==> src/logic/exec_pkg.sv <==
// execute slice package: widths, buffer sizing, operation enum, issue request struct
package exec_pkg;

    localparam int XLEN        = 64;  // integer data width
    localparam int PC_W        = 40;  // virtual pc width
    localparam int REG_IDX_W   = 5;   // destination register index
    localparam int INSTR_BYTES = 4;   // fall-through step

    localparam int BUF_DEPTH = 2;                     // issue buffer entries
    localparam int BUF_PTR_W = $clog2(BUF_DEPTH);     // circular pointer
    localparam int BUF_CNT_W = $clog2(BUF_DEPTH + 1); // occupancy 0..BUF_DEPTH

    typedef logic [XLEN-1:0]      bus64_t;
    typedef logic [PC_W-1:0]      addr_pc_t;
    typedef logic [REG_IDX_W-1:0] reg_idx_t;

    // all sixteen codes in use
    typedef enum logic [3:0] {
        NOP  = 4'd0,
        JAL  = 4'd1,
        JALR = 4'd2,
        BEQ  = 4'd3,
        BNE  = 4'd4,
        BLT  = 4'd5,
        BGE  = 4'd6,
        BLTU = 4'd7,
        BGEU = 4'd8,
        ADD  = 4'd9,
        SUB  = 4'd10,
        AND  = 4'd11,
        OR   = 4'd12,
        XOR  = 4'd13,
        SLT  = 4'd14,
        SLTU = 4'd15
    } exec_op_t;

    // one issued operation, operands already read
    typedef struct packed {
        exec_op_t op;   // what to do
        addr_pc_t pc;   // pc of the instruction
        bus64_t   rs1;  // first source value
        bus64_t   rs2;  // second source value
        bus64_t   imm;  // sign-extended immediate
        reg_idx_t rd;   // destination, tags the result
    } exec_req_t;

endpackage
==> src/logic/exec_issue_if.sv <==
// valid/ready channel carrying one issued operation from buffer to execute stage
`timescale 1ns/1ps

interface exec_issue_if import exec_pkg::*; ();

    logic      valid;  // request present
    logic      ready;  // stage can take it
    exec_req_t req;    // operation payload

    // transfer on an edge with valid and ready high
    // valid and req held stable until then

    // issue_buffer side
    modport src (
        output valid,
        output req,
        input  ready
    );

    // exec_stage side
    modport dst (
        input  valid,
        input  req,
        output ready
    );

endinterface

==> src/logic/exec_top.sv <==
// exec_top: issue buffer feeding the execute stage, plain ports on both sides
`timescale 1ns/1ps

module exec_top import exec_pkg::*; (
    input  logic     clk_i,
    input  logic     arst_n_i,
    // issue side
    input  logic     in_valid_i,
    output logic     in_ready_o,
    input  exec_op_t in_op_i,
    input  addr_pc_t in_pc_i,
    input  bus64_t   in_rs1_i,
    input  bus64_t   in_rs2_i,
    input  bus64_t   in_imm_i,
    input  reg_idx_t in_rd_i,
    // result side
    output logic     out_valid_o,
    input  logic     out_ready_i,
    output reg_idx_t out_rd_o,
    output logic     out_we_o,
    output bus64_t   out_wb_data_o,
    output logic     out_taken_o,
    output addr_pc_t out_next_pc_o
);

    exec_req_t    in_req;
    exec_issue_if issue ();  // buffer to stage

    assign in_req = '{op: in_op_i, pc: in_pc_i, rs1: in_rs1_i, rs2: in_rs2_i,
                      imm: in_imm_i, rd: in_rd_i};

    issue_buffer u_issue_buffer (
        .clk_i      (clk_i),
        .arst_n_i   (arst_n_i),
        .in_valid_i (in_valid_i),
        .in_ready_o (in_ready_o),
        .in_req_i   (in_req),
        .issue      (issue.src)
    );

    exec_stage u_exec_stage (
        .clk_i         (clk_i),
        .arst_n_i      (arst_n_i),
        .issue         (issue.dst),
        .out_valid_o   (out_valid_o),
        .out_ready_i   (out_ready_i),
        .out_rd_o      (out_rd_o),
        .out_we_o      (out_we_o),
        .out_wb_data_o (out_wb_data_o),
        .out_taken_o   (out_taken_o),
        .out_next_pc_o (out_next_pc_o)
    );

endmodule

==> src/logic/exec_stage.sv <==
// exec_stage: branch unit and alu side by side, result select and output register
`timescale 1ns/1ps

module exec_stage import exec_pkg::*; (
    input  logic      clk_i,
    input  logic      arst_n_i,
    exec_issue_if.dst issue,
    output logic      out_valid_o,
    input  logic      out_ready_i,
    output reg_idx_t  out_rd_o,
    output logic      out_we_o,
    output bus64_t    out_wb_data_o,
    output logic      out_taken_o,
    output addr_pc_t  out_next_pc_o
);

    logic     is_jump;
    logic     is_branch;
    logic     is_alu;
    logic     bu_taken;
    addr_pc_t bu_next_pc;
    bus64_t   bu_link;
    bus64_t   alu_result;
    logic     we_d;
    bus64_t   wb_data_d;
    logic     load;       // take a new result this edge

    // operation class
    always_comb begin
        is_jump   = 1'b0;
        is_branch = 1'b0;
        is_alu    = 1'b0;
        case (issue.req.op)
            JAL, JALR:                          is_jump   = 1'b1;
            BEQ, BNE, BLT, BGE, BLTU, BGEU:     is_branch = 1'b1;
            ADD, SUB, AND, OR, XOR, SLT, SLTU:  is_alu    = 1'b1;
            default:                            ;  // nop, nothing to do
        endcase
    end

    branch_unit u_branch_unit (
        .op_i      (issue.req.op),
        .pc_i      (issue.req.pc),
        .rs1_i     (issue.req.rs1),
        .rs2_i     (issue.req.rs2),
        .imm_i     (issue.req.imm),
        .taken_o   (bu_taken),
        .target_o  (),            // redirect not part of this slice
        .next_pc_o (bu_next_pc),  // pc+4 for anything not taken
        .link_o    (bu_link)
    );

    int_alu u_int_alu (
        .op_i     (issue.req.op),
        .a_i      (issue.req.rs1),
        .b_i      (issue.req.rs2),
        .result_o (alu_result)
    );

    // branches never write and carry zero data
    assign wb_data_d = is_jump ? bu_link : (is_alu ? alu_result : '0);
    assign we_d      = (is_jump | is_alu) & (issue.req.rd != '0);  // x0 stays zero

    // free slot when empty or draining this cycle
    assign issue.ready = ~out_valid_o | out_ready_i;
    assign load        = issue.valid & issue.ready;

    always_ff @(posedge clk_i or negedge arst_n_i) begin
        if (!arst_n_i) begin
            out_valid_o   <= 1'b0;
            out_rd_o      <= '0;
            out_we_o      <= 1'b0;
            out_wb_data_o <= '0;
            out_taken_o   <= 1'b0;
            out_next_pc_o <= '0;
        end else if (load) begin
            out_valid_o   <= 1'b1;
            out_rd_o      <= issue.req.rd;
            out_we_o      <= we_d;
            out_wb_data_o <= wb_data_d;
            out_taken_o   <= bu_taken & (is_jump | is_branch);
            out_next_pc_o <= bu_next_pc;
        end else if (out_ready_i) begin
            out_valid_o <= 1'b0;  // drained, payload kept
        end
    end

endmodule

==> src/logic/int_alu.sv <==
// int_alu: combinational integer alu for add, sub, logic ops and set-less-than
`timescale 1ns/1ps

module int_alu import exec_pkg::*; (
    input  exec_op_t op_i,
    input  bus64_t   a_i,
    input  bus64_t   b_i,
    output bus64_t   result_o
);

    logic lt_s;   // a < b signed
    logic lt_u;   // a < b unsigned

    assign lt_s = ($signed(a_i) < $signed(b_i));
    assign lt_u = (a_i < b_i);

    always_comb begin
        case (op_i)
            ADD: begin
                result_o = a_i + b_i;          // wraps at XLEN
            end
            SUB: begin
                result_o = a_i - b_i;
            end
            AND: begin
                result_o = a_i & b_i;
            end
            OR: begin
                result_o = a_i | b_i;
            end
            XOR: begin
                result_o = a_i ^ b_i;
            end
            SLT: begin
                result_o = {{(XLEN-1){1'b0}}, lt_s};
            end
            SLTU: begin
                result_o = {{(XLEN-1){1'b0}}, lt_u};
            end
            default: begin
                // branches, jumps, nop
                result_o = '0;
            end
        endcase
    end

endmodule

==> src/logic/branch_unit.sv <==
// branch_unit: branch condition, jump/branch target, resolved next pc and link value
`timescale 1ns/1ps

module branch_unit import exec_pkg::*; (
    input  exec_op_t op_i,
    input  addr_pc_t pc_i,
    input  bus64_t   rs1_i,
    input  bus64_t   rs2_i,
    input  bus64_t   imm_i,
    output logic     taken_o,
    output addr_pc_t target_o,
    output addr_pc_t next_pc_o,
    output bus64_t   link_o
);

    logic     equal;
    logic     less;     // signed compare
    logic     less_u;   // unsigned compare
    addr_pc_t pc_plus4;
    bus64_t   jalr_sum;

    assign equal  = (rs1_i == rs2_i);
    assign less   = ($signed(rs1_i) < $signed(rs2_i));
    assign less_u = (rs1_i < rs2_i);

    assign pc_plus4 = pc_i + PC_W'(INSTR_BYTES);
    assign jalr_sum = rs1_i + imm_i;  // architectural jalr, no pc term

    // target, only low pc bits kept
    always_comb begin
        case (op_i)
            JAL, BEQ, BNE, BLT, BGE, BLTU, BGEU: begin
                target_o = pc_i + imm_i[PC_W-1:0];
            end
            JALR: begin
                target_o = {jalr_sum[PC_W-1:1], 1'b0};  // bit 0 cleared
            end
            default: begin
                target_o = '0;
            end
        endcase
    end

    always_comb begin
        case (op_i)
            JAL, JALR: taken_o = 1'b1;     // unconditional
            BEQ:       taken_o = equal;
            BNE:       taken_o = ~equal;
            BLT:       taken_o = less;
            BGE:       taken_o = ~less;
            BLTU:      taken_o = less_u;
            BGEU:      taken_o = ~less_u;
            default:   taken_o = 1'b0;     // alu ops and nop fall through
        endcase
    end

    assign next_pc_o = taken_o ? target_o : pc_plus4;
    assign link_o    = {{(XLEN-PC_W){1'b0}}, pc_plus4};  // return address, zero-extended

endmodule

==> src/logic/issue_buffer.sv <==
// issue_buffer: two-entry in-order fifo between the input port and the execute stage
`timescale 1ns/1ps

module issue_buffer import exec_pkg::*; (
    input  logic         clk_i,
    input  logic         arst_n_i,
    input  logic         in_valid_i,
    output logic         in_ready_o,
    input  exec_req_t    in_req_i,
    exec_issue_if.src    issue
);

    exec_req_t            mem_q [BUF_DEPTH];  // entry storage
    logic [BUF_PTR_W-1:0] wr_ptr_q;
    logic [BUF_PTR_W-1:0] rd_ptr_q;
    logic [BUF_CNT_W-1:0] count_q;            // occupancy
    logic                 push;
    logic                 pop;

    // ready from occupancy only, no path back from the stage
    assign in_ready_o = (count_q != BUF_CNT_W'(BUF_DEPTH));

    assign issue.valid = (count_q != '0);  // offered right after the write edge
    assign issue.req   = mem_q[rd_ptr_q];  // head entry

    assign push = in_valid_i & in_ready_o;
    assign pop  = issue.valid & issue.ready;

    always_ff @(posedge clk_i) begin
        if (push) begin
            mem_q[wr_ptr_q] <= in_req_i;
        end
    end

    always_ff @(posedge clk_i or negedge arst_n_i) begin
        if (!arst_n_i) begin
            wr_ptr_q <= '0;
            rd_ptr_q <= '0;
            count_q  <= '0;
        end else begin
            if (push) wr_ptr_q <= wr_ptr_q + 1'b1;  // depth is a power of two, wraps
            if (pop)  rd_ptr_q <= rd_ptr_q + 1'b1;
            // push and pop together leave the count as is
            case ({push, pop})
                2'b10:   count_q <= count_q + 1'b1;
                2'b01:   count_q <= count_q - 1'b1;
                default: count_q <= count_q;
            endcase
        end
    end

endmodule

==> config.mk <==
export PLATFORM = sky130hd
export DESIGN_NAME = exec_top
export DESIGN_NICKNAME = d
export VERILOG_FILES = /design/src/logic/exec_pkg.sv /design/src/logic/exec_issue_if.sv /design/src/logic/exec_top.sv /design/src/logic/exec_stage.sv /design/src/logic/int_alu.sv /design/src/logic/branch_unit.sv /design/src/logic/issue_buffer.sv
export SDC_FILE = /design/constraint.sdc
export NUM_CORES = 1
export LEC_CHECK = 0
export BUFFER_PORTS_ARGS = -buffer_cell sky130_fd_sc_hd__buf_2
export CAP_MARGIN = 25
export CORE_ASPECT_RATIO = 1.4
export CORE_MARGIN = 1.5
export CORE_UTILIZATION = 40
export CTS_BUF_LIST = sky130_fd_sc_hd__clkbuf_4 sky130_fd_sc_hd__clkbuf_8
export DETAILED_ROUTE_END_ITERATION = 10
export GPL_TIMING_DRIVEN = 0
export SYNTH_ARGS = -nofsm -noshare
export SYNTH_HDL_FRONTEND = slang
export SYNTH_HIERARCHICAL = 1
export SYNTH_SLANG_ARGS = --single-unit
==> constraint.sdc <==
create_clock -name clk_i -period 11.17 [get_ports clk_i]
set_input_delay 1.117 -clock clk_i [delete_from_list [all_inputs] [get_ports clk_i]]
set_output_delay 1.117 -clock clk_i [all_outputs]
set_load 0.05 [all_outputs]
==> qor.yml <==
post-place-ws_ps: 4959
startpoint: "u_issue_buffer/rd_ptr_q"
wl_met3_mm: 8.555
fin_skew_ps: 57.05
instances_no_fill: 5858
path_cells: "buf_6 > buf_6 > buf_6 > mux2_4 > inv_1 > ha_1 > clkbuf_1 > nand4_1 > nor4_1 > nand2_1 > nor4_1 > o211ai_1 > a21oi_1 > a31oi_1 > o31ai_1 > a21oi_1 > o21ai_0 > a32oi_1 > a21oi_1"
rows: 137
rsz0062_at_grt: "no"
dieArea_um2: 102700
wl_mm: 159.3
fin_nets: 5054
drive_above_1_share: 0.2051
portBuffers: 333
layout_common_cells: "a21oi_1 (447), edfxtp_1 (434), buf_2 (368)"
maxSlewViolCount: 0
via_per_inst: 5.892
place_congestion: 1.044
layout_commonest_cell: "a21oi_1"
clock_path_buffers: 3
path_class: "flip-flop to flip-flop"
slew_headroom: 0.2067
wl_per_cell_um: 27.19
required_ps: 11860
path_buf_inv: 5
overflow: 0
critPathMaxStageDelay_ps: 870
fmax_ghz: 0.1567
first_global_vias: 34530
ys_warn_count: 6
status: "completed"
insertion_delay_ps: 820
synth_area_um2: 40290
synth_cells: 3986
dr.max_layer_used: "met4"
numCtsBuffers: 87
finalHoldViolations: 0
hp-class: "input port to asynchronous set/reset pin"
cts_htree_levels: 3
drt_iter0_drc: 2807
worstSetupEndpointType: "flip-flop"
drc: 0
syn_to_final_growth_pct: 14.43
coreArea_um2: 99760
cp_max_fo: 10
ios: 358
hold_ws_ps: 254.1
start_kind: "flip-flop"
post-cts-setup-buffers: 0
grt_antenna_before_repair: 7
cpLargestDelayFamily: "compound AO/OA/AOI/OAI gates"
grt.total_usage: 0.3028
final_antenna_net_count: 0
finalCritPeriodShare: 0.5712
fin_crit_ps: 6380
finalSetupViolCount: 0
fin_ws_ps: 4790
utilization: 0.4621
slowest_stage: "nor4_1"
dp_hpwl_mm: 126.3
initial_core_util: 0.4039
nFillCells: 9688
synth_area_per_cell_um2: 10.11
num_vias: 34510
die_h_um: 378.5
die_w_um: 271.2
ctsResizeCount: 0
hold_buffers: 0
tightestPinTransition_ps: 1190
cts_tree: "built"
path_clk_slew_ps: 60
r2r-start: "u_issue_buffer/rd_ptr_q"
cts-root-buf: "clkbuf_8"
dr.pass1.iters: 7
grt_pass1_wl_mm: 227.2
wl_met2_mm: 77.95
max_cap_viol_count: 0
met1_length_mm: 60.33
dp.cells: 5689
worstPathArrival_ps: 7070
cts.sinks: 550
grt_max_degree: 63
==> metal layers <==
layer | global-route usage | up-vias
li1 | - | 15870
met1 | 0.3417 | 16790
met2 | 0.5310 | 1413
met3 | 0.04027 | 442
met4 | 0.2062 | 0
met5 | 0 | -
==> final timing paths <==
kind	to	slack, ps	cells after the start
max	u_exec_stage/out_wb_data_o[62]	4790	19
min	u_exec_stage/out_rd_o[2]	250	1
max reg2reg	u_exec_stage/out_wb_data_o[62]	4790	19
min reg2reg	u_issue_buffer/count_q[1]	500	1
max in group asynchronous	u_exec_stage/out_valid_o	10120	2
min in group clk_i	u_issue_buffer/mem_q[1][190]	480	1
==> final cells by class <==
cell class | instances | area, um2 | area share
multi-input combinational | 2938 | 22130 | 0.4800
sequential | 550 | 15940 | 0.3456
timing repair buffer | 363 | 2188 | 0.04746
tap | 1320 | 1652 | 0.03582
clock buffer | 125 | 1533 | 0.03324
buffer | 234 | 1255 | 0.02722
inverter | 287 | 1077 | 0.02337
clock inverter | 37 | 325.3 | 0.007056
antenna | 4 | 10.01 | 0.0002171
==> state kept, by name, summed over array words and instances (netlist names) <==
signal                      count
u_issue_buffer/mem_q          434
u_issue_buffer/count_q          2
u_exec_stage/out_wb_data_o     64
u_exec_stage/out_we_o           1
u_exec_stage/out_taken_o        1
u_exec_stage/out_rd_o           5
u_exec_stage/out_next_pc_o     40
u_exec_stage/out_valid_o        1
u_issue_buffer/rd_ptr_q         1
u_issue_buffer/wr_ptr_q         1
==> per-stage QoR <==
stage               area (um2)  TNS [ps]
floorplan                40380         0
global placement         43700  -1309950
detailed placement       44200         0
CTS                      46060         0
global route             46100         0
finish                   46110         0
Power is not shown: default switching activity piles up to over one toggle a cycle in this logic, so the estimate is an artifact.
